<file path="src/include/snd_config.svh">
`ifndef SND_CONFIG_SVH
`define SND_CONFIG_SVH

// FM gain in 4.4 fixed point, 0x10 is unity
`define SND_FM_GAIN 8'h10

// One-pole coefficient a, pole near 4 kHz
// Filter step weight is 16 - a
`define SND_POLE_A 4'd10

// cen_fm pulses per output sample
`define SND_SAMPLE_DIV 64

// Work RAM address width, 2 KB
`define SND_RAM_AW 11

`endif

</file>
<file path="src/snd_sample_timer.sv">
`timescale 1ns/1ps
`include "snd_config.svh"

module snd_sample_timer (
    input  logic clk,
    input  logic rst,
    input  logic cen_fm,
    output logic sample
);
    localparam int cnt_w = $clog2(`SND_SAMPLE_DIV);
    localparam logic [cnt_w-1:0] cnt_last = cnt_w'(`SND_SAMPLE_DIV - 1);

    logic [cnt_w-1:0] cnt;  // FM enables within the current sample

    always_ff @(posedge clk or posedge rst) begin
        if (rst) begin
            cnt <= '0;
        end else if (cen_fm) begin
            if (cnt == cnt_last)
                cnt <= '0;   // wrap
            else
                cnt <= cnt + 1'b1;
        end
    end

    // Strobe on the enable that completes the group
    assign sample = cen_fm && (cnt == cnt_last);
endmodule

</file>
<file path="config.mk">
export PLATFORM = sky130hd
export DESIGN_NAME = snd_sample_timer
export DESIGN_NICKNAME = d
export VERILOG_FILES = /design/src/snd_sample_timer.sv
export VERILOG_INCLUDE_DIRS = /design/src /design/src/include
export SDC_FILE = /design/constraint.sdc
export NUM_CORES = 1
export LEC_CHECK = 0
export BUFFER_PORTS_ARGS = -buffer_cell sky130_fd_sc_hd__clkbuf_2
export CAP_MARGIN = 20
export CORE_AREA = 5 5 42 44
export DETAILED_ROUTE_END_ITERATION = 8
export DIE_AREA = 0 0 47 49
export PLACE_DENSITY = 0.42
export SYNTH_ARGS = -nofsm -noshare
export SYNTH_HDL_FRONTEND = slang
export SYNTH_SLANG_ARGS = --single-unit
</file>
<file path="constraint.sdc">
create_clock -name clk -period 1.2 [get_ports clk]
set_clock_uncertainty 0.05 [all_clocks]
set_input_delay 0.06 -clock clk [delete_from_list [all_inputs] [get_ports clk]]
set_output_delay 0.06 -clock clk [all_outputs]
set_load 0.05 [all_outputs]
</file>
Yosys cells after proc, flatten, opt, wreduce, memory -nomap -nowiden

Index checks and enable logic that the tools add are counted.

Flip-flop bits (word level): 6
Output and inout bits: 1

Add/subtract/negate cells: 1
Equality and inequality tests: 1
Mux-type cells: 1
Reductions and logical operators: 1

Operator list:

| kind                  | number |
|---|---|
| $add A6 B1 Y6 const B | 1 |
| $eq A6 B6 Y1 const B  | 1 |
| $mux W6               | 1 |
| $logic_and A1 B1 Y1   | 1 |

Logic depth before layout (Yosys ltp)

Depth in word-level cells: 2
Mapped depth: 4
Gate-level depth less buffers: 4

Worst setup path after synthesis

Ideal clock, no wire load.

Path type: register to register
From: register cnt[0]
To: register cnt[3]
Data arrival time: 1,475 ps
Slack: -487 ps
Stages on the path, launching flop included: 5
Buffers on the path: 0
Clock period less this slack: 1,687 ps
Cells stage by stage: dfrtp_1 -> ha_1 -> nand2_1 -> nor2_1 -> nor2_1

Longest elaborated chain between the ends: 2

Ends and longest elaborated chain:

| what                                          | line                                           | RTL |
|---|---|---|
| start, declared                               | snd_sample_timer.sv:13                         | `logic [cnt_w-1:0] cnt;` |
| start signal, assigned                        | snd_sample_timer.sv:22                         | `cnt <= cnt + 1'b1;` |
| $add A6 B1 Y6 or $eq A6 B6 Y1 (tied branches) | snd_sample_timer.sv:22, snd_sample_timer.sv:19 |  |
| $mux W6 (*)                                   | snd_sample_timer.sv:19                         | `if (cnt == cnt_last)` |

Every way passes the cells marked *; elsewhere a longest branch is shown, timed or not.
A chain may end at the register's enable or synchronous reset.

Worst setup path after layout

From: register cnt[1]
To: output sample

Longest elaborated chain between the ends: 2

Ends and longest elaborated chain:

| what                | line                   | RTL |
|---|---|---|
| $eq A6 B6 Y1        | snd_sample_timer.sv:27 | `assign sample = cen_fm && (cnt == cnt_last);` |
| $logic_and A1 B1 Y1 | snd_sample_timer.sv:27 |  |
| end, declared       | snd_sample_timer.sv:8  | `output logic sample` |

Every way passes these cells.

==> results.txt <==
syn nets: 30
initial antenna violation count: 0
final hold vios: 0
Initial Utilization: 0.216
WHS: 58.6 ps
Placeable Area: 0.00140 sq mm
Crit Reg-Reg Startpoint: cnt[2]
1st-pass router iterations: 1
total die area: 0.00230 sq mm
port bufs: 3
power density over the cells: 2430 mW/mm^2
final worst-path cycle share: 1.07
final slew viol count: 0
final setup TNS: -143 ps
CP endpoint kind: output port
ant diodes: 0
area grow syn2layout: 54.5%
first-pass GRT wire length: 1040 um
Hold EP: cnt[0]
Worst Setup Path Type: reg -> out
RePlAce Congestion: 0.665
clock share of power: 0.188
pin count of the biggest net entering global routing: 7
Net Sw Frac: 0.363
Total Power: 1.14 mW
share of cells above drive strength 1: 0.595
Max Cap Viol: 0
crit path max-delay cell type: dfrtp_1
fin crit period: 1290 ps
Detailed Route WL: 686 um
register area share after synthesis: 0.496
final setup fails: 2
Detail Route Antenna Nets: 0
cell taking the most area after synthesis: dfrtp_1
HPWL after DPL: 441 um
number of synthesis warnings: 0
Worst Reg-to-Reg Cells: 4
status: complete, but fails checks
Crit path required time: 1090 ps
Primary FF master, synth: dfrtp_1
Comb pwr share: 0.476
Async SR Flop Fraction: 1.00
Biggest register: cnt
Largest register FFs: 6
ranking of synthesized cells by area: dfrtp_1 50%, nand2_8 6.6%, xnor2_1 5.8%
clock sinks: 6
Worst-path clk slew: 50 ps
clk root buf: clkbuf_4
global-route usage over all layers: 0.0658
Slew @ Worst Pin: 248 ps
Layout Nets: 47
biggest regs: cnt: 6 flops
syn avg cell area: 11.6 sq um
HP Class: in -> reg
top cell type's share of synthesized area: 0.496
CTS tree: yes
vias in the first global route: 270
TritonCTS Buffers: 3
Via density: 4.38
hold depth: 2
crit path launch type: flip-flop
Seq cells post-synth: 6
grt total ovfl: 0
DRC Markers: 0
Crit Path Max Fanout: 2
CP bufs+invs: 1
violated checks: negative setup slack
Die Y: 49 um
Synth top cells by count: 6 x dfrtp_1, 3 x inv_1
Vias: 254
Fmax achieved: 778 MHz
Setup WS post-layout: -86.0 ps
CP max stage delay: 350 ps
H-tree lvl count: 1
most numerous cell in the Yosys netlist: dfrtp_1
critical path's top delay family: flip-flops
Die Wd: 47 um
Reg2Reg Setup Slack: -60 ps
# IOs: 4
Worst Path Arrival: 1180 ps
Netlist cell types: 15
Seq pwr share: 0.335
Slew HR: 0.835
maximum VDD drop: 0.805 mV
Psw: 412 uW
crit-path cells: ha_2, nand2_2, nor2_4, buf_8
clk buf depth: 2
RSZ-0062 raised after global routing: true
Worst-Skew Late Latency: 250 ps
Worst R2R End: cnt[5]
Rows: 14
DR WL/cell: 11.8 um
Internal: 724 uW
leakage: 0.203 nW
hold path start: cen_fm
Mapped Cells: 26
synthesized cell area: 303 sq um
detailed router's first-iteration violation count: 0
Post-synth EDFFs: 0
through the flow:
stage,instances,area (sq um),setup WS [ps],utilization
final,58,468,-86.0,0.334
after global routing,58,468,-141,0.334
after CTS,58,463,-79.4,0.330
after detailed placement,46,360,19.3,0.257
after global placement,46,360,32.5,0.257
after floorplan,26,318,15.7,-
worst max path at each step:
| stage | from | endpoint | slack [ps] | depth (start not counted) |
|---|---|---|---|---|
| 4_1_cts | cnt[0] | sample | -80 | 4 |
| 2_1_floorplan | cnt[3] | cnt[3] | 20 | 3 |
| 6_report | cnt[1] | sample | -90 | 4 |
| 3_5_place_dp | cnt[2] | cnt[5] | 20 | 3 |
| 5_1_grt | cnt[0] | sample | -140 | 4 |
| 3_3_place_gp | cnt[3] | sample | 30 | 3 |
cells in the final DEF (no fill, tap or decap), drive strengths merged, types with 2 or more instances in the layout:
master  count
buf         9
clkbuf      6
dfrtp       6
inv         3
nand2       2
nand4       3
nor2        2
o21ai       2
xnor2       2
kinds of logic after synthesis:
group	Yosys count	synth area share
AO/OA/AOI/OAI	3	0.0620
flip-flops	6	0.496
buffers and inverters	3	0.0372
multiplexers	2	0.0702
XOR/XNOR	3	0.0868
adder cells (fa/ha/maj)	1	0.0413
AND/OR/NAND/NOR	8	0.207
power by group through the flow:
stage / logic [mW] / clock network (mW) / registers, mW
floorplan: 0.230 / 0 / 0.437
global placement: 0.259 / 0 / 0.456
detailed placement: 0.269 / 0 / 0.467
CTS: 0.512 / 0.215 / 0.380
global route: 0.585 / 0.227 / 0.392
finish: 0.541 / 0.214 / 0.381
routing by layer:
metal  global-route usage  vias to the layer above  part of all wire
met4               0.0553                        0             0.015
met2                0.102                        5              0.53
met3               0.0221                        2             0.045
met1               0.0670                      124              0.41
met5                    0                        -                 0
li1                     -                      123                 -
cell type report:
| type | instances | area (sq um) |
|---|---|---|
| Timing Repair Buffer | 12 | 95.1 |
| Inverter | 3 | 11.3 |
| Sequential cell | 6 | 153 |
| Fill cell | 148 | 933 |
| Multi-Input combinational cell | 17 | 163 |
| Clock buffer | 4 | 26.3 |
| Tap cell | 16 | 20.0 |
repair_timing:
action / in CTS / in global routing
endpoints found under the hold margin: 6 / 0
pin swaps: 2 / 4
gates resized for setup: 3 / 3
endpoints found under the setup margin: 1 / 3
cloned: 0 / 0
hold buffers: 1 / 0
setup buffers: 7 / 0
Note: power is estimated with default switching activity, not from simulation.
