===== config.mk =====
export PLATFORM = sky130hd
export DESIGN_NAME = snd_mix_filter
export DESIGN_NICKNAME = d
export VERILOG_FILES = /design/src/snd_pkg.sv /design/src/snd_mix_filter.sv
export VERILOG_INCLUDE_DIRS = /design/src /design/src/include
export SDC_FILE = /design/constraint.sdc
export NUM_CORES = 1
export LEC_CHECK = 0
export ABC_AREA = 0
export ABC_CLOCK_PERIOD_IN_PS = 15990
export BUFFER_PORTS_ARGS = -buffer_cell sky130_fd_sc_hd__clkbuf_2
export CORE_MARGIN = 2
export CORE_UTILIZATION = 25
export CTS_BUF_LIST = sky130_fd_sc_hd__clkbuf_8
export CTS_CLUSTER_DIAMETER = 150
export DETAILED_ROUTE_END_ITERATION = 12
export GPL_ROUTABILITY_DRIVEN = 0
export PLACE_DENSITY = 0.46
export SYNTH_ARGS = -nofsm -noshare
export SYNTH_HDL_FRONTEND = slang
export SYNTH_SLANG_ARGS = --single-unit

===== constraint.sdc =====
create_clock -name clk -period 15.99 [get_ports clk]
set_input_delay 0.7995 -clock clk [delete_from_list [all_inputs] [get_ports clk]]
set_output_delay 0.7995 -clock clk [all_outputs]
set_load 0.03 [all_outputs]

===== src/include/snd_config.svh =====
`ifndef SND_CONFIG_SVH
`define SND_CONFIG_SVH

// FM gain in 4.4 fixed point, 0x10 is unity
`define SND_FM_GAIN 8'h10

// One-pole coefficient a, pole near 4 kHz
// Filter step weight is 16 - a
`define SND_POLE_A 4'd10

// cen_fm pulses per output sample
`define SND_SAMPLE_DIV 64

// Work RAM address width, 2 KB
`define SND_RAM_AW 11

`endif


===== src/snd_pkg.sv =====
package snd_pkg;

    // Region hit by the current CPU access
    typedef enum logic [2:0] {
        rgn_none   = 3'd0,  // unmapped, reads 0xFF
        rgn_rom    = 3'd1,  // fixed ROM 0000-7FFF
        rgn_bank   = 3'd2,  // banked ROM 8000-DFFF
        rgn_ram    = 3'd3,  // work RAM F800-FFFF
        rgn_fm     = 3'd4,  // YM2151 port
        rgn_misc   = 3'd5,  // bank and PCM control latch
        rgn_pcm    = 3'd6,  // uPD7759 port
        rgn_mapper = 3'd7   // 315-5195 mapper, port or E800
    } snd_region_e;

    // Raw PCM from the uPD7759
    typedef logic signed [8:0] pcm_sample_t;

    // FM channel and final mix
    typedef logic signed [15:0] fm_sample_t;

    // Channel gain, 4.4 fixed point
    typedef logic [7:0] gain_t;

endpackage


===== src/snd_mix_filter.sv =====
`timescale 1ns/1ps
`include "snd_config.svh"

module snd_mix_filter (
    input  logic                 clk,
    input  logic                 rst,
    input  logic                 sample,
    input  logic [1:0]           fxlevel,
    input  logic                 enable_fm,
    input  logic                 enable_psg,
    input  snd_pkg::fm_sample_t  fm_left,
    input  snd_pkg::fm_sample_t  fm_right,
    input  snd_pkg::pcm_sample_t pcm_raw,
    output snd_pkg::fm_sample_t  snd,
    output logic                 peak
);
    localparam logic signed [5:0] step_k = 6'sd16 - $signed({2'b00, `SND_POLE_A});

    snd_pkg::gain_t       fm_gain;
    snd_pkg::gain_t       pcm_gain;
    snd_pkg::pcm_sample_t pcm_flt;     // filter state
    logic                 mix_en;      // sample seen last cycle
    logic signed [9:0]    flt_diff;
    logic signed [15:0]   flt_prod;
    logic signed [26:0]   mix_sum;
    logic signed [26:0]   mix_sh;

    assign fm_gain = enable_fm ? `SND_FM_GAIN : 8'h00;

    // PCM level from the option switch
    always_ff @(posedge clk or posedge rst) begin
        if (rst) begin
            pcm_gain <= 8'h00;
        end else if (!enable_psg) begin
            pcm_gain <= 8'h00;
        end else begin
            case (fxlevel)
                2'd0:    pcm_gain <= 8'h04;
                2'd1:    pcm_gain <= 8'h06;
                2'd2:    pcm_gain <= 8'h08;
                default: pcm_gain <= 8'h0c;
            endcase
        end
    end

    // y += ((x - y) * (16 - a)) >>> 4
    assign flt_diff = pcm_raw - pcm_flt;
    assign flt_prod = flt_diff * step_k;

    always_ff @(posedge clk or posedge rst) begin
        if (rst) begin
            pcm_flt <= '0;
            mix_en  <= 1'b0;
        end else begin
            mix_en <= sample;
            if (sample)
                pcm_flt <= pcm_flt + 9'(flt_prod >>> 4);  // stays between x and y
        end
    end

    // Weighted sum, gains are unsigned 4.4
    assign mix_sum = fm_left  * $signed({1'b0, fm_gain})
                   + fm_right * $signed({1'b0, fm_gain})
                   + pcm_flt  * $signed({1'b0, pcm_gain});
    assign mix_sh  = mix_sum >>> 4;

    // Clip to 16 bits, flag the clip
    always_ff @(posedge clk or posedge rst) begin
        if (rst) begin
            snd  <= '0;
            peak <= 1'b0;
        end else if (mix_en) begin
            if (mix_sh > 27'sd32767) begin
                snd  <= 16'sh7fff;
                peak <= 1'b1;
            end else if (mix_sh < -27'sd32768) begin
                snd  <= 16'sh8000;
                peak <= 1'b1;
            end else begin
                snd  <= mix_sh[15:0];
                peak <= 1'b0;
            end
        end
    end
endmodule


Word level (Yosys, flattened, before mapping)
Index checks and enable logic that the tools add are counted.

storage, ports and cells
  logic and storage cells = 25
  output and inout port bits = 17
  input port bits = 48
  register bits after elaboration = 35

operators by class
  mux-type cells = 7
  add/subtract/negate cells = 4
  reductions and logical operators = 1
  eq/ne operators = 2
  order comparisons = 2
  multipliers = 4

operators with widths
  cell                   count
  $mul 16x6->22          2
  $mux 16                2
  $add 23x18->24         1
  $add 22x22->23         1
  $gt 20x16->1 const B   1
  $lt 20x16->1 const B   1
  $mul 9x9->18           1
  $mul 10x3->12 const B  1
  $pmux 4 s3             1
  $sub 9x9->10           1
  $add 9x9->9            1
  $mux 8                 1
  $mux 5                 1
  $eq 2x1->1 const B     1
  $eq 2x2->1 const B     1
  $logic_not 2->1        1
  $mux 1                 2

Longest topological paths before layout
Gate-level depths: netlist of the first run.

  depth in word-level cells = 7
  gate-level depth with buffers = 24
  gate-level depth less buffers = 24

Worst setup path after synthesis of the first run
OpenSTA, ideal clock, no wires.

  path kind = input to register
  start = input enable_fm
  end = register snd[4]
  slack = 9.880 ns
  library setup time = 0.152 ns
  path buffers = 2
  arrival time = 5.958 ns
  data required time = 15.838 ns
  stages = 21
  path through = clkbuf_1 and2_1 ha_1 ha_1 inv_1 fa_1 inv_1 fa_1 fa_1 ha_1 ha_1 fa_1 a21o_1 a221oi_4 a21boi_2 a21oi_1 o21bai_1 xor2_1 o41ai_2 buf_6 a311oi_2

between the ends
  cells in the longest elaborated chain, start to end = 7
  elaborated cells on any way between the ends = 9
  those cells by class = add/sub: 2; mul: 2; order compare: 2; mux: 3

RTL lines
  item                                     RTL line                                    text
  start: declaration                       snd_mix_filter.sv:9                         input logic enable_fm,
  $mux 5 *                                 snd_mix_filter.sv:28                        assign fm_gain = enable_fm ? `SND_FM_GAIN : 8'h00;
  $mul 16x6->22, on equally long branches  snd_mix_filter.sv:62, snd_mix_filter.sv:63
  $add 22x22->23 *                         snd_mix_filter.sv:63                        + fm_right * $signed({1'b0, fm_gain})
  $add 23x18->24 *                         snd_mix_filter.sv:64                        + pcm_flt * $signed({1'b0, pcm_gain});
  $lt 20x16->1                             snd_mix_filter.sv:76                        end else if (mix_sh < -27'sd32768) begin
  $mux 16                                  snd_mix_filter.sv:76
  $mux 16 *                                snd_mix_filter.sv:73                        if (mix_sh > 27'sd32767) begin
  end signal: assignment                   snd_mix_filter.sv:80                        snd <= mix_sh[15:0];
  end: declaration                         snd_mix_filter.sv:14                        output snd_pkg::fm_sample_t snd,

Every way passes the cells marked *; elsewhere a longest branch is shown, timed or not.
A chain may end at the register's enable or synchronous reset.

Worst setup path after layout of the first run
  start = register pcm_gain[1]
  end = register snd[12]

between the ends
  cells in the longest elaborated chain, start to end = 5
  elaborated cells on any way between the ends = 6
  those cells by class = add/sub: 1; mul: 1; order compare: 2; mux: 2

RTL lines
  item                      RTL line              text
  start: declaration        snd_mix_filter.sv:20  snd_pkg::gain_t pcm_gain;
  start signal: assignment  snd_mix_filter.sv:33  pcm_gain <= 8'h00;
  start signal: assignment  snd_mix_filter.sv:35  pcm_gain <= 8'h00;
  start signal: assignment  snd_mix_filter.sv:38  2'd0: pcm_gain <= 8'h04;
  $mul 9x9->18 *            snd_mix_filter.sv:64
  $add 23x18->24 *          snd_mix_filter.sv:64
  $lt 20x16->1              snd_mix_filter.sv:76
  $mux 16                   snd_mix_filter.sv:76
  $mux 16 *                 snd_mix_filter.sv:73

Marks and branches as above.

==> results of run 1 <==
==> critical path: cells and delay by family (launching register included) <==
family / cells / cell delay [ps]
adders and majority gates: 6 / 2420
AOI/OAI and AO/OA: 8 / 2370
DFF: 1 / 480
and+or+nand+nor: 2 / 410
buffers and inverters: 3 / 370
xor gates and xnor gates: 1 / 210
==> synthesized netlist by cell type, drive strengths merged (12+ instances only) <==
master / number / area share [%]
dfrtp: 30 / 13
o21ai: 18 / 1.5
ha: 142 / 30
fa: 52 / 17
a21o: 12 / 1.5
a21oi: 28 / 2.3
xor2: 15 / 2.2
xnor2: 23 / 3.4
inv: 88 / 5.5
nand2: 21 / 1.3
a311oi: 16 / 3.2
and2: 55 / 5.8
nor2: 40 / 2.5
==> layer usage <==
layer | wire [um] | part of all wire [%] | vias up | global-route usage, %
li1 | - | - | 2253 | -
met1 | 6260 | 52 | 1943 | 15.2
met2 | 5250 | 44 | 65 | 15.9
met5 | 0 | 0 | - | 0
met3 | 403 | 3.4 | 5 | 1.22
met4 | 91 | 0.76 | 0 | 1.80
==> cells by family (layout without fill, tap and decap cells) <==
group	count (synthesis)	count (layout)
xor gates and xnor gates	39	39
AOI/OAI and AO/OA	115	115
DFF	30	30
and+or+nand+nor	142	142
muxes	3	3
adders and majority gates	194	194
buffers and inverters	100	164
==> state kept, by name, indices dropped and copies added, names as in the netlist <==
name,cells
pcm_gain,3
peak,1
snd,16
pcm_flt,9
mix_en,1
==> worst paths after layout <==
kind	startpoint	slack, ps	endpoint	cells after the start
hold reg to reg	pcm_flt[8]	510	pcm_flt[8]	1
min in group asynchronous	rst	580	mix_en	3
setup / recovery	pcm_gain[1]	9570	snd[12]	20
hold / removal	pcm_flt[8]	510	pcm_flt[8]	1
max in group asynchronous	rst	15120	snd[7]	3
setup reg to reg	pcm_gain[1]	9570	snd[12]	20
==> through the flow <==
stage | area, sq um | hold slack [ps] | std cells | setup WS [ps] | util (%)
3_3_place_gp | 6660 | 510 | 998 | 9340 | 28.4
3_5_place_dp | 6660 | 512 | 998 | 9280 | 28.4
5_1_grt | 6760 | 530 | 1006 | 9100 | 28.8
4_1_cts | 6760 | 521 | 1006 | 9560 | 28.8
2_1_floorplan | 5980 | 471 | 623 | 9880 | -
6_report | 6760 | 513 | 1006 | 9570 | 28.8
==> cell type report <==
class / count / area, sq um / share of cell area, %
multi-input combinational: 493 / 4840 / 71.6
clock inverter: 2 / 12.5 / 0.185
clock buffer: 6 / 82.6 / 1.22
inverter: 89 / 334 / 4.94
tap: 319 / 399 / 5.91
timing repair buffer: 67 / 343 / 5.07
sequential: 30 / 751 / 11.1
==> run metrics, run 1 <==
run status finished clean; DRC 0; largest family of logic cells by synthesized area adder cells; gr usage total between 10% and 20%; Syn-to-layout area delta 13.1%; Ports 65; ys flop type dfrtp_1; critical path class register to register; final max-slew violation count 0; filler instances between 2,000 and 3,000; Final #Nets 928; Rel. slew slack around 43%; first-pass GRT wire length slightly above 20,000 um; slowest cell on the critical path a311oi_4; CP max FO 16; Crit. End Element register; actual slew at the worst max-slew pin 855 ps; H-tree lvl count 2; Post-synth ARST share 100%; synthesized net count 865; Post-CTS Setup Bufs 0; Max stage delay on crit path approximately 820 ps; final setup vio count 0; Clk Tree Root Cell clkbuf_8; via/cell ratio 4.24; antenna cell count 0; die area 0.0252 sq mm; Longest Clk Path Bufs 2; final clock skew 4.14 ps; most frequent cells in the layout 142 x ha_1, 88 x inv_1, 64 x clkbuf_2; Initial Utilization 25.5%; pin count of the biggest net entering global routing 36; area of the core around 0.023 sq mm; cts hold-fix bufs 0; number of synthesized flops with an enable pin 0; critical path arrival 6540 ps; flops & latches, synth 30; clock latency on the worst-skew pair around 280 ps; Final Critical Period between 6000 and 7000 ps; Post-Synth Simple-Gate Area between 10% and 20%; wire length per cell 11.9 um; worst path cell trace and2_1, nand2_1, clkinv_1, xnor2_1, ha_1, inv_1, fa_1, inv_1, fa_1, fa_1, ha_1, ha_1, a21oi_1, o21ai_1, a221oi_4, o211ai_2, a2111oi_2, a311oi_2, a311oi_4, a211oi_1; Post-Synth XOR/XNOR Area 5.96%; Setup crit start kind register; Worst-path clk slew 70 ps; Compound-Gate Fraction of Synth Area approximately 15%; Die Wd around 160 um; number of max-cap violations 0; share of layout cells above drive strength 1 13.5%; Hold Path Class register to register; initial antenna violation count 0; number of gates resized after CTS 0; Avg Cell Area, Syn between 9 and 10 sq um; period utilization 40.1%; clock sink count 30; initial drt markers approximately 210; vias post-DR about 4,300; mux cell area share after synthesis less than 1%; RSZ-0062 raised after global routing false; Required @ worst endpoint approximately 16,000 ps; Mapped Cells slightly above 600; Post-Route Setup TNS 0 ps; most common cell after layout, fill and taps aside ha_1; Port Buf Inserts between 60 and 70; Yosys warning count 0; number of distinct library cells after synthesis 52; Fin. Hold Viols 0; Pre-antenna DRT Iters 4; CTS Buf Count 5; Synth Area in Adders around 47%; fmax approximately 160 MHz; Antenna Nets Post-Route 0; vias in the first global route around 4,300; CTS tree built; sequential share of the synthesized area roughly 13%; Syn Std Cell Area about 0.006 sq mm; GRT Residual Overflow 0; Post-Route WL 12,000 um; detailed placer's ending HPWL ~11,000 um; row count 56; Die Ht 159 um
Power of run 1 is left out: the tool's default activity adds up to more than one toggle a clock period on the data nets, which glitch-free logic cannot reach.
==> run 2: changes to the inputs <==
--- a/config.mk
+++ b/config.mk
@@ -7,7 +7,7 @@
 export NUM_CORES = 1
 export LEC_CHECK = 0
 export ABC_AREA = 0
-export ABC_CLOCK_PERIOD_IN_PS = 15990
+export ABC_CLOCK_PERIOD_IN_PS = 6690
 export BUFFER_PORTS_ARGS = -buffer_cell sky130_fd_sc_hd__clkbuf_2
 export CORE_MARGIN = 2
 export CORE_UTILIZATION = 25
==> constraint.sdc (replaced) <==
create_clock -name clk -period 6.69 [get_ports clk]
set_input_delay 0.3345 -clock clk [delete_from_list [all_inputs] [get_ports clk]]
set_output_delay 0.3345 -clock clk [all_outputs]
set_load 0.03 [all_outputs]
==> run metrics, run 2 (same netlist as run 1, synthesis figures left out) <==
run status finished clean; worst reg2reg setup slack 540 ps (-9030 ps); Required @ worst endpoint 6860 ps (-9250 ps); Die Ht 159 um (unchanged); Rel. slew slack 52.0% (+9.0 points); Setup crit start kind register; Crit. End Element register; FF-to-FF path depth 20 (unchanged); die area 0.0252 sq mm (unchanged); Most flops, register snd; via/cell ratio 4.28 (+0.92%); clock latency on the worst-skew pair 290 ps (about the same); gr usage total 10.2% (+0.016 points); Syn-to-layout area delta 13.4%; Ports 65 (unchanged); Post-CTS Setup Bufs 0 (unchanged); Clk Tree Root Cell clkbuf_8; Post-Route WL 12,200 um (+1.7%); most frequent cells in the layout 142 x ha_1, 88 x inv_1, 64 x clkbuf_2; Post-Route Setup TNS 0 ps (unchanged); final clock skew 11.3 ps (+7.11 ps); Initial Utilization 25.5% (unchanged); antenna cell count 0 (unchanged); H-tree lvl count 2 (unchanged); first-pass GRT wire length 20,700 um (+0.20%); number of max-cap violations 0 (unchanged); RSZ-0062 raised after global routing false; Port Buf Inserts 64 (unchanged); post-layout instance area 0.00678 sq mm (+0.33%); CTS tree built; max FFs per register 16 (unchanged); most common cell after layout, fill and taps aside ha_1; actual slew at the worst max-slew pin 702 ps (-153 ps); Die Wd 159 um (unchanged); Reg2Reg Capture Point peak; DRC 0 (unchanged); detailed placer's ending HPWL 10,700 um (+0.61%); filler instances 2,538 (+0.51%); critical path class register to register; clock sink count 30 (unchanged); CTS Buf Count 5 (unchanged); Antenna Nets Post-Route 0 (unchanged); Pre-antenna DRT Iters 4 (unchanged); area of the core 0.0235 sq mm (unchanged); Largest regs snd: 16 flops, pcm_flt: 9 flops, pcm_gain: 3 flops; Final #Nets 931 (+0.32%); Fin. Hold Viols 0 (unchanged); reg2reg start pcm_gain[2]; Post-DP Area 0.00669 sq mm (+0.34%); fmax 163 MHz (+4.4%); final max-slew violation count 0 (unchanged); wire length per cell 12.1 um (+1.4%); pin count of the biggest net entering global routing 36 (unchanged); Longest Clk Path Bufs 2 (unchanged); initial drt markers 157 (-26%); number of gates resized after CTS 0 (unchanged); vias post-DR 4,318 (+1.2%); initial antenna violation count 0 (unchanged); period utilization 91.9% (+52 points); row count 56 (unchanged); share of layout cells above drive strength 1 13.9% (+0.38 points); cts hold-fix bufs 0 (unchanged); vias in the first global route 4,273 (+0.28%); critical path arrival 6320 ps (-220 ps); Hold Path Class input port to asynchronous set/reset pin; CP max FO 9 (-7); Final Critical Period 6150 ps (-270 ps); Worst-path clk slew 70 ps (about the same); final setup vio count 0 (unchanged); GRT Residual Overflow 0 (unchanged)
-- run 2: routing by layer --
metal / track usage [%] / routed length (um) / part of all wire [%] / up-vias
li1: - / - / - / 2262
met1: 15.5 / 6440 / 53 / 1986
met2: 15.6 / 5320 / 44 / 64
met3: 1.17 / 357 / 2.9 / 6
met4: 1.80 / 91 / 0.75 / 0
met5: 0 / 0 / 0 / -
-- run 2: how the worst max path moves through the flow --
stage           startpoint     end  slack (ps)  cells past startpoint
3_3_place_gp   pcm_gain[2]    peak         570                     20
3_5_place_dp     enable_fm    peak         500                     20
2_1_floorplan  pcm_gain[2]  snd[4]         880                     21
4_1_cts        pcm_gain[2]    peak         500                     20
6_report       pcm_gain[2]    peak         540                     20
5_1_grt        pcm_gain[2]    peak         240                     20
-- run 2: final cells by class --
cell class,instances,area (sq um),share of cell area [%]
inverter,89,334,4.93
multi-input combinational,493,4840,71.3
timing repair buffer,70,365,5.39
sequential,30,751,11.1
clock buffer,6,82.6,1.22
clock inverter,2,12.5,0.185
tap,319,399,5.89
-- run 2: worst max-delay path, cell delays in order (launching register included) --
cell and delay, ps:
dfrtp_1 470, and2_1 200, ha_1 200, ha_1 290, ha_1 280, inv_1 50
fa_1 490, inv_1 50, fa_1 460, fa_1 490, ha_1 300, ha_1 250
fa_1 420, a21o_1 240, a221oi_4 350, a21boi_2 130, a21oi_1 200, o21bai_1 90
xor2_1 200, or4_1 530, a311o_1 360
-- run 2: metrics by stage --
| stage | util (%) | setup slack, ps | hold slack, ps | std cells |
|---|---|---|---|---|
| 2_1_floorplan | - | 879 | 366 | 623 |
| 3_3_place_gp | 28.5 | 571 | 441 | 1001 |
| 3_5_place_dp | 28.5 | 502 | 437 | 1001 |
| 4_1_cts | 28.9 | 502 | 124 | 1009 |
| 5_1_grt | 28.9 | 244 | 146 | 1009 |
| 6_report | 28.9 | 544 | 105 | 1009 |
Power of run 2 is left out for the same reason.
