[config.mk]
export PLATFORM = sky130hd
export DESIGN_NAME = snd_rom_fetch_flat
export DESIGN_NICKNAME = d
export VERILOG_FILES = /design/src/include/snd_config.svh /design/src/snd_pkg.sv /design/src/snd_bus_if.sv /design/src/snd_rom_fetch.sv /design/src/flat_wrapper.sv
export SDC_FILE = /design/constraint.sdc
export NUM_CORES = 1
export LEC_CHECK = 0
export BUFFER_PORTS_ARGS = -buffer_cell sky130_fd_sc_hd__buf_2
export CORE_UTILIZATION = 38
export CTS_CLUSTER_SIZE = 16
export DETAILED_ROUTE_END_ITERATION = 6
export GPL_ROUTABILITY_DRIVEN = 0
export PLACE_DENSITY = 0.68
export SLEW_MARGIN = 5
export SYNTH_ARGS = -nofsm -noshare
export SYNTH_HDL_FRONTEND = slang
export SYNTH_SLANG_ARGS = --single-unit
export TNS_END_PERCENT = 30
[constraint.sdc]
create_clock -name clk -period 1.5 [get_ports clk]
set_input_delay 0.225 -clock clk [delete_from_list [all_inputs] [get_ports clk]]
set_output_delay 0.225 -clock clk [all_outputs]
set_load 0.01 [all_outputs]
[src/include/snd_config.svh]
`ifndef SND_CONFIG_SVH
`define SND_CONFIG_SVH

// FM gain in 4.4 fixed point, 0x10 is unity
`define SND_FM_GAIN 8'h10

// One-pole coefficient a, pole near 4 kHz
// Filter step weight is 16 - a
`define SND_POLE_A 4'd10

// cen_fm pulses per output sample
`define SND_SAMPLE_DIV 64

// Work RAM address width, 2 KB
`define SND_RAM_AW 11

`endif

[src/snd_pkg.sv]
package snd_pkg;

    // Region hit by the current CPU access
    typedef enum logic [2:0] {
        rgn_none   = 3'd0,  // unmapped, reads 0xFF
        rgn_rom    = 3'd1,  // fixed ROM 0000-7FFF
        rgn_bank   = 3'd2,  // banked ROM 8000-DFFF
        rgn_ram    = 3'd3,  // work RAM F800-FFFF
        rgn_fm     = 3'd4,  // YM2151 port
        rgn_misc   = 3'd5,  // bank and PCM control latch
        rgn_pcm    = 3'd6,  // uPD7759 port
        rgn_mapper = 3'd7   // 315-5195 mapper, port or E800
    } snd_region_e;

    // Raw PCM from the uPD7759
    typedef logic signed [8:0] pcm_sample_t;

    // FM channel and final mix
    typedef logic signed [15:0] fm_sample_t;

    // Channel gain, 4.4 fixed point
    typedef logic [7:0] gain_t;

endpackage

[src/snd_bus_if.sv]
`timescale 1ns/1ps

// Z80 bus as seen by the glue logic
interface snd_bus_if;
    logic [15:0] addr;
    logic        mreq_n;   // memory request
    logic        iorq_n;   // I/O request
    logic        rd_n;
    logic        wr_n;
    logic [7:0]  wdata;    // CPU data out

    // Decoder sees the whole bus
    modport mem (
        input addr,
        input mreq_n,
        input iorq_n,
        input rd_n,
        input wr_n,
        input wdata
    );

    // ROM fetch only needs the read cycle
    modport fetch (
        input mreq_n,
        input rd_n
    );
endinterface

[src/snd_rom_fetch.sv]
`timescale 1ns/1ps

module snd_rom_fetch (
    input  logic                 clk,
    input  logic                 rst,
    snd_bus_if.fetch             bus,
    input  snd_pkg::snd_region_e region,
    output logic                 rom_cs,
    input  logic [7:0]           rom_data,
    input  logic                 rom_ok,
    output logic [7:0]           rom_q,
    output logic                 wait_n
);
    typedef enum logic [1:0] {
        st_idle,
        st_request,  // rom_cs up, looking for first ok
        st_settle,   // ok seen once
        st_done      // byte latched, waiting for strobe end
    } fetch_state_e;

    fetch_state_e state;
    logic         rom_rd;  // CPU read in either ROM window
    logic         rdy;     // cpu_din has the byte

    assign rom_rd = (region == snd_pkg::rgn_rom || region == snd_pkg::rgn_bank)
                    && !bus.mreq_n && !bus.rd_n;

    // Stall right away, release once the byte reached cpu_din
    assign wait_n = !rom_rd || rdy;
    assign rom_cs = rom_rd && (state == st_request || state == st_settle);

    always_ff @(posedge clk or posedge rst) begin
        if (rst) begin
            state <= st_idle;
            rdy   <= 1'b0;
        end else begin
            rdy <= rom_rd && (state == st_done);  // one cycle for the read mux
            case (state)
                st_idle:    if (rom_rd) state <= st_request;
                st_request: begin
                    if (!rom_rd)     state <= st_idle;
                    else if (rom_ok) state <= st_settle;
                end
                st_settle: begin
                    if (!rom_rd)     state <= st_idle;
                    else if (rom_ok) state <= st_done;
                    else             state <= st_request;  // ok glitched low
                end
                default:    if (!rom_rd) state <= st_idle;
            endcase
        end
    end

    // Capture on the second consecutive ok
    always_ff @(posedge clk) begin
        if (state == st_settle && rom_ok && rom_rd)
            rom_q <= rom_data;
    end
endmodule

[src/flat_wrapper.sv]
// flat-port wrapper written by rule: the top's interface ports become plain ports
module snd_rom_fetch_flat 
  (clk, rst, region, rom_cs, rom_data, rom_ok, rom_q, wait_n, bus_mreq_n, bus_rd_n);
  snd_bus_if bus_i ();
  input  logic clk;
  input  logic rst;
  input  snd_pkg::snd_region_e region;
  output logic rom_cs;
  input  logic [7:0] rom_data;
  input  logic rom_ok;
  output logic [7:0] rom_q;
  output logic wait_n;
  input wire logic [$bits(bus_i.mreq_n)-1:0] bus_mreq_n;
  input wire logic [$bits(bus_i.rd_n)-1:0] bus_rd_n;
  assign bus_i.mreq_n = bus_mreq_n;
  assign bus_i.rd_n = bus_rd_n;
  snd_rom_fetch u_core (.clk(clk), .rst(rst), .bus(bus_i), .region(region), .rom_cs(rom_cs), .rom_data(rom_data), .rom_ok(rom_ok), .rom_q(rom_q), .wait_n(wait_n));
endmodule
Yosys cells after proc, flatten, opt, wreduce, memory -nomap -nowiden --
Cells that the tools add are included.
Word-level totals: flip-flop bits (word level) 11, latch bits 0, memory bits (writable) 0, memory bits (read-only) 0, bits of input ports 16, logic and storage cells 32, memories 0
Operators by class: add/subtract/negate cells 0, $mul 0, divide/modulo/power cells 0, order comparisons 0, eq/ne operators 8, shift operators 0, muxes and demuxes 7, bitwise operators 0, reductions and logical operators 14
Operator list (number):
- $mux 2 | 6
- $logic_and 1x1->1 | 6
- $pmux 2 s3 | 1
- $eq 2x2->1 const B | 2
- $ne 4x4->1 const B | 1
- $eq 3x1->1 const B | 1
- $eq 3x2->1 const B | 1
- $logic_not 1->1 | 3
- $logic_or 1x1->1 | 3
- $ne 3x3->1 const B | 1
- $reduce_and 3->1 | 1
- $eq 2x1->1 const B | 1
- $logic_not 2->1 | 1
- $ne 2x1->1 const B | 1

Logic depth before layout (Yosys ltp) --
Gate-level depths: netlist of run 1.
word-level depth 6, gate-level depth with buffers 6, mapped depth without buffers 6

Worst setup path before layout of run 1 --
OpenSTA, ideal clock, no wires.
path kind register to register, start point register u_core.state[0], end point register u_core.state[0], arrival 1.330 ns, setup slack 0.044 ns, cell stages (with the launch flop) 6, buffers on the path 0, clock period less this slack 1.456 ns, path through dfrtp_1 inv_1 ha_1 o31ai_1 mux2i_1 o21ai_0
On the way: cells in the longest elaborated chain, start to end 3, elaborated cells between the ends (all ways) 8, those cells by class 5 x eq/ne; 1 x mux; 2 x reduce/logical
Ends and longest elaborated chain:
- start: declaration | RTL line snd_rom_fetch.sv:21 | fetch_state_e state;
- start signal: assignment | RTL line snd_rom_fetch.sv:34 | state <= st_idle;
- start signal: assignment | RTL line snd_rom_fetch.sv:39 | st_idle: if (rom_rd) state <= st_request;
- start signal: assignment | RTL line snd_rom_fetch.sv:41 | if (!rom_rd) state <= st_idle;
- $eq 2x2->1 (tied with other cells) | RTL line snd_rom_fetch.sv:38 | case (state)
- $ne 4x4->1 (no line) (tied with other cells)
- $reduce_and 3->1 (no line)
Several ways; a longest one is shown, not always the timed one. A chain may end at the register's enable or synchronous reset.

Worst setup path in the final report of run 1 --
start point register u_core.state[0], end point output rom_cs
On the way: cells in the longest elaborated chain, start to end 3, elaborated cells between the ends (all ways) 4, those cells by class 2 x eq/ne; 2 x reduce/logical
Ends and longest elaborated chain:
- $eq 2x1->1 / $eq 2x2->1 (equally long branches) | RTL line snd_rom_fetch.sv:30 | assign rom_cs = rom_rd && (state == st_request || state == st_settle);
- $logic_or 1x1->1 (*) | RTL line snd_rom_fetch.sv:30
- $logic_and 1x1->1 (*) | RTL line snd_rom_fetch.sv:30
- end: declaration | RTL line flat_wrapper.sv:8 | output logic rom_cs;
Mark *: on every way between the ends. The rest lies on a longest branch, timed or not.

==> results of run 1 <==
cell type report:
| class | instances | area, sq um | area share [%] |
|---|---|---|---|
| Tap cell | 14 | 17.5 | 2.11 |
| Timing Repair Buffer | 34 | 205 | 24.8 |
| Multi-Input combinational cell | 24 | 249 | 30.1 |
| Sequential cell | 11 | 317 | 38.2 |
| Clock buffer | 4 | 26.3 | 3.17 |
| Inverter | 3 | 13.8 | 1.66 |
flip-flops by register name, summed over array words and instances (netlist names):
signal and cells:
u_core.rom_q 8, u_core.rdy 1, u_core.state 2
cell usage after synthesis (all sizes together):
cell / n
edfxtp: 8
dfrtp: 3
nand2b: 2
and2: 2
nor2: 3
and3: 1
nor4: 1
mux2i: 1
or4: 2
nand3: 1
xnor2: 1
o31ai: 1
ha: 5
inv: 3
a21oi: 1
o21ai: 3
cells by family after synthesis:
group	Yosys count	share of synthesized area, %
compound gates	5	5.42
flops	11	62.1
simple gates	12	14.3
mux	1	1.97
xor+xnor	1	1.72
fa+ha+maj	5	12.3
buf+inv	3	2.22
critical path: cells and delay by family (launching register included):
family / cells / cell delay [ns]
adders and majority gates: 1 / 0.19
buffers and inverters: 2 / 0.20
and+or+nand+nor: 1 / 0.13
DFF: 1 / 0.46
layer usage:
layer	GRT usage, %	vias up
met4	18.1	0
met3	5.81	2
met5	0	-
li1	-	211
met2	34.6	23
met1	16.9	199
through the flow:
| stage | hold WS [ns] | util [%] | TNS (ns) | power [mW] | setup WS (ns) |
|---|---|---|---|---|---|
| floorplan | -0.0214 | - | 0 | 0.517 | 0.0444 |
| global placement | 0.0951 | 60.7 | -0.0871 | 0.671 | -0.0132 |
| detailed placement | 0.106 | 60.7 | -0.191 | 0.686 | -0.0680 |
| CTS | 0.128 | 64.9 | -0.0314 | 0.899 | -0.0286 |
| global route | 0.122 | 70.7 | 0 | 1.07 | 0.00420 |
| finish | 0.136 | 70.7 | 0 | 1.02 | 0.0245 |
worst max path at each step:
stage,start,to,slack (ns),cells after the start
6_report,u_core.state[0],rom_cs,0.02,4
5_1_grt,u_core.state[0],rom_cs,0.004,4
4_1_cts,u_core.state[1],u_core.state[1],-0.03,7
3_5_place_dp,region[1],u_core.state[1],-0.07,5
3_3_place_gp,region[1],u_core.state[1],-0.01,5
2_1_floorplan,u_core.state[0],u_core.state[0],0.04,5
what timing repair did:
item,4_1_cts,5_1_grt
gates resized for setup,3,16
pin swaps,2,1
hold endpoints to repair,3,0
hold buffers,1,0
endpoints found under the setup margin,2,3
setup buffers,1,0
cloned,0,0
power by group:
| part | switching [mW] | internal [mW] | leakage [nW] | total [mW] |
|---|---|---|---|---|
| Sequential | 0.0301 | 0.347 | 0.112 | 0.377 |
| Combinational | 0.202 | 0.243 | 0.246 | 0.445 |
| Clock | 0.0968 | 0.103 | 0.0150 | 0.200 |
==> impl_metrics.tcl, run 1 <==
set metrics [dict create \
    status "finished, final reports clean" \
    die-height_microns 38.6 \
    cts-root-buf "clkbuf_4" \
    finalSetupViolations 0 \
    whs_endpoint "u_core.rom_q[3]" \
    synth_area_leaders "edfxtp_1, dfrtp_1, ha_1, o21ai_0, and2_1" \
    htreeDepth 1 \
    final_common_cell "buf_2" \
    worst_pin_slew_ns 0.377 \
    required_ns 1.27 \
    path_max_fanout 3 \
    timing.rr.end "u_core.state[1]" \
    top_layer "met4" \
    finalWirelength_microns 1200 \
    cp.arrival_ns 1.25 \
    synthesis.nets 59 \
    clkLatencyLatePin_ns 0.26 \
    die_w_microns 38.6 \
    final_max_slew_viol_count 0 \
    peakVddDrop_v 0.000910 \
    synthDistinctLibCells 17 \
    critPathKind "reg2out" \
    viasPerCell 4.83 \
    yosysSeqAreaShare_pct 62.1 \
    clk_transition_reported_paths_ns 0.07 \
    cts_buffers 3 \
    skew_ns 0.000292 \
    final_hold_viol_count 0 \
    fill_cells 94 \
    ant_nets 0 \
    initial_utilization_pct 43.4 \
    maxSlewHeadroom_pct 74.9 \
    place.detailed.hpwl_microns 872 \
    coreArea_sq_um 1170 \
    slowest_stage "dfrtp_2" \
    postPlaceCellArea_sq_um 711 \
    final_nets 98 \
    synthesis.area_sq_um 508 \
    final_cell_mix "buf_2, edfxtp_1, buf_4" \
    area_growth_pct 63.1 \
    rows 12 \
    worst_r2r_startpoint "u_core.state[0]" \
    dr.first_iter.drc_count 10 \
    grt_pass1_wl_microns 1800 \
    max_freq_mhz 678 \
    ys_warn_count 0 \
    portBuffers 25 \
    die-area_sq_um 1490 \
    maxCapViolCount 0 \
    drc 0 \
    worstHoldStart "rom_data[3]" \
    wl_met1_microns 443 \
    clock_path_buffers 2 \
    yosys.area.top_type_share_pct 47.3 \
    p_leak_nw 0.372 \
    dr.pass1.iters 4 \
    start_kind "register" \
    ios 26 \
    rr_worst_depth 4 \
    gr-usage-all-layers_pct 19.5 \
    antenna_found_initial 0 \
    fin_area_sq_um 828 \
    wl_met2_microns 654 \
    overflow 0 \
    min_period_ns 1.48 \
    final_cells 90 \
    avgRoutedWirePerCell_microns 13.3 \
    hold_path_class "in2reg" \
    postSynthCellCount 38 \
    synth_area_leader_cell "edfxtp_1" \
    cp_cell_sequence "inv_4, ha_4, and2_4, buf_6" \
    num_vias 435 \
    whs_path_depth 1 \
    antenna_cells 0 \
    endpoint_kind "output port" \
    grt_max_degree 9 \
    synth_seq_cells 11 \
    dp.cells 85 \
    grt_setup_unrepaired "no" \
    grt_pass1_vias 448 \
    synth.avg_cell_area_sq_um 13.4 \
    cts_tree "yes" \
    pwr_density_cell_nw_per_um2 1230 \
    met3_length_microns 78 \
    r2r_setup_slack_ns 0.04 \
    drive_gt1_share_pct 63.2 \
    cts.sinks 11 \
    min_period_over_period_pct 98.4 \
    slowest_delay_ns 0.46 \
]
Note: power is estimated with default switching activity, not from simulation.
==> run 2, diff against run 1 <==
--- a/config.mk
+++ b/config.mk
@@ -5,7 +5,7 @@
 export SDC_FILE = /design/constraint.sdc
 export NUM_CORES = 1
 export LEC_CHECK = 0
-export BUFFER_PORTS_ARGS = -buffer_cell sky130_fd_sc_hd__buf_2
+export BUFFER_PORTS_ARGS = -buffer_cell sky130_fd_sc_hd__buf_4
 export CORE_UTILIZATION = 38
 export CTS_CLUSTER_SIZE = 16
 export DETAILED_ROUTE_END_ITERATION = 6
==> run 2 against run 1 <==
- the run now ends with setup timing left
- non-clock buffer count stayed put
- routed wire length is 7.8% higher
- sequential share of layout area shrank 2.8 points
- worst setup slack lost 0.025 ns
- utilization up 5.7 points
- clock skew grew 0.0068 ns
- via count is 1.6% higher
- register-to-register slack is essentially flat
- first-iteration DRC count rose by 10%
- largest cell class unchanged
- largest power group unchanged
- highest routed layer unchanged
==> impl_metrics.tcl, run 2 (synthesized netlist as in run 1, its figures left out) <==
set metrics [dict create \
    status "finished with violations" \
    violations "setup timing" \
    cts_buffers 3 \
    worst_pin_slew_ns 0.337 \
    path_max_fanout 3 \
    drc 0 \
    clk_transition_reported_paths_ns 0.08 \
    place.detailed.hpwl_microns 939 \
    critPathTopFamily "flip-flops" \
    slowest_delay_ns 0.47 \
    slowest_stage "dfrtp_2" \
    multi_input_area_sq_um 254 \
    top_regs "u_core.rom_q x8, u_core.state x2, u_core.rdy x1" \
    dr.first_iter.drc_count 11 \
    fill_cells 81 \
    peakVddDrop_v 0.000742 \
    clkLatencyLatePin_ns 0.27 \
    setup_ws_ns -0.000997 \
    final_common_cell "buf_4" \
    maxSlewHeadroom_pct 77.3 \
    largest_reg_flops 8 \
    hold_path_class "in2reg" \
    grt_pass1_wl_microns 1900 \
    tns_ns -0.000997 \
    postPlaceCellArea_sq_um 766 \
    maxCapViolCount 0 \
    skew_ns 0.00709 \
    antenna_cells 0 \
    p_leak_nw 0.398 \
    drive_gt1_share_pct 67.1 \
    cts-root-buf "clkbuf_4" \
    gr-usage-all-layers_pct 20.6 \
    die-height_microns 38.6 \
    viasPerCell 4.91 \
    final_nets 98 \
    endpoint_kind "output port" \
    pwr_density_cell_nw_per_um2 1190 \
    cp.arrival_ns 1.28 \
    finalPower_mw 1.07 \
    cp_cell_sequence "inv_4, ha_4, and2_4, buf_6" \
    required_ns 1.27 \
    whs_ns 0.131 \
    initial_utilization_pct 43.4 \
    die_w_microns 38.6 \
    min_period_ns 1.50 \
    cts.sinks 11 \
    final_hold_viol_count 0 \
    coreArea_sq_um 1170 \
    finalSetupViolations 1 \
    portBuffers 25 \
    min_period_over_period_pct 100 \
    ios 26 \
    p_int_mw 0.718 \
    final_max_slew_viol_count 0 \
    area_growth_pct 76.1 \
    avgRoutedWirePerCell_microns 14.4 \
    largest_register "u_core.rom_q" \
    antenna_found_initial 0 \
    post-place-ws_ns -0.121 \
    cp.buffers_inverters 2 \
    dr.pass1.iters 4 \
    fin_area_sq_um 895 \
    pwr-share-seq_pct 35.7 \
    finalWirelength_microns 1290 \
    net-switching-power_mw 0.349 \
    max_freq_mhz 666 \
    critPathKind "reg2out" \
    htreeDepth 1 \
    ant_nets 0 \
    rows 12 \
    start_kind "register" \
    die-area_sq_um 1490 \
    overflow 0 \
    clock_path_buffers 2 \
    grt_pass1_vias 418 \
    final_cell_mix "buf_4, edfxtp_1, nor2_1, ha_4, clkbuf_4" \
    seqCellArea_sq_um 317 \
    clock_power_share_pct 19.4 \
    num_vias 442 \
    grt_max_degree 9 \
    grt_setup_unrepaired "yes" \
    comb_power_share_pct 44.9 \
    swShare_pct 32.7 \
    cts_tree "yes" \
]
run 2: worst paths after layout:
| check | from | end | cells after the start | slack (ns) |
|---|---|---|---|---|
| worst min-delay path | rom_data[4] | u_core.rom_q[4] | 1 | 0.13 |
| worst max register to register | u_core.state[0] | u_core.state[1] | 6 | 0.03 |
| worst min register to register | u_core.state[0] | u_core.state[0] | 3 | 0.76 |
| max in group asynchronous | rst | u_core.state[0] | 3 | 0.98 |
| worst max-delay path | u_core.state[0] | rom_cs | 4 | -0.001 |
| min in group asynchronous | rst | u_core.state[0] | 3 | 0.37 |
run 2: area by class of cell:
type	count	area share, %
clock buffer	3	2.52
clock inverter	1	0.559
inverter	3	1.54
multi-input combinational	24	28.4
sequential	11	35.4
tap	14	1.96
timing repair buffer	34	29.7
run 2: power groups by stage:
stage / Clock (mW) / Sequential [mW] / Combinational [mW]
floorplan: 0 / 0.373 / 0.144
global placement: 0 / 0.371 / 0.306
detailed placement: 0 / 0.371 / 0.312
CTS: 0.207 / 0.363 / 0.349
global route: 0.228 / 0.383 / 0.519
finish: 0.207 / 0.380 / 0.480
run 2: worst reg2reg max path, stage by stage, from the launching register on:
cell	delay [ns]
dfrtp_2	0.47
inv_4	0.10
ha_4	0.15
buf_4	0.12
a21oi_1	0.07
or4_4	0.42
o21ai_2	0.08
run 2: timing repair:
item	4_1_cts	5_1_grt
setup buffers	1	0
hold endpoints to repair	3	0
gates resized for setup	6	15
hold buffers	1	0
gates cloned	0	0
setup endpoints to repair	11	3
pin swaps	0	1
run 2: metrics by stage:
step / util (%) / cells
6_report: 76.4 / 90
5_1_grt: 76.4 / 90
4_1_cts: 70.3 / 90
3_5_place_dp: 65.4 / 84
3_3_place_gp: 65.4 / 84
2_1_floorplan: - / 38
run 2: per-layer routing:
layer	GRT usage [%]	up-vias	routed length, microns
met1	25.5	205	580
met3	4.07	2	75
li1	-	214	-
met5	0	-	0
met2	31.3	21	604
met4	15.5	0	31
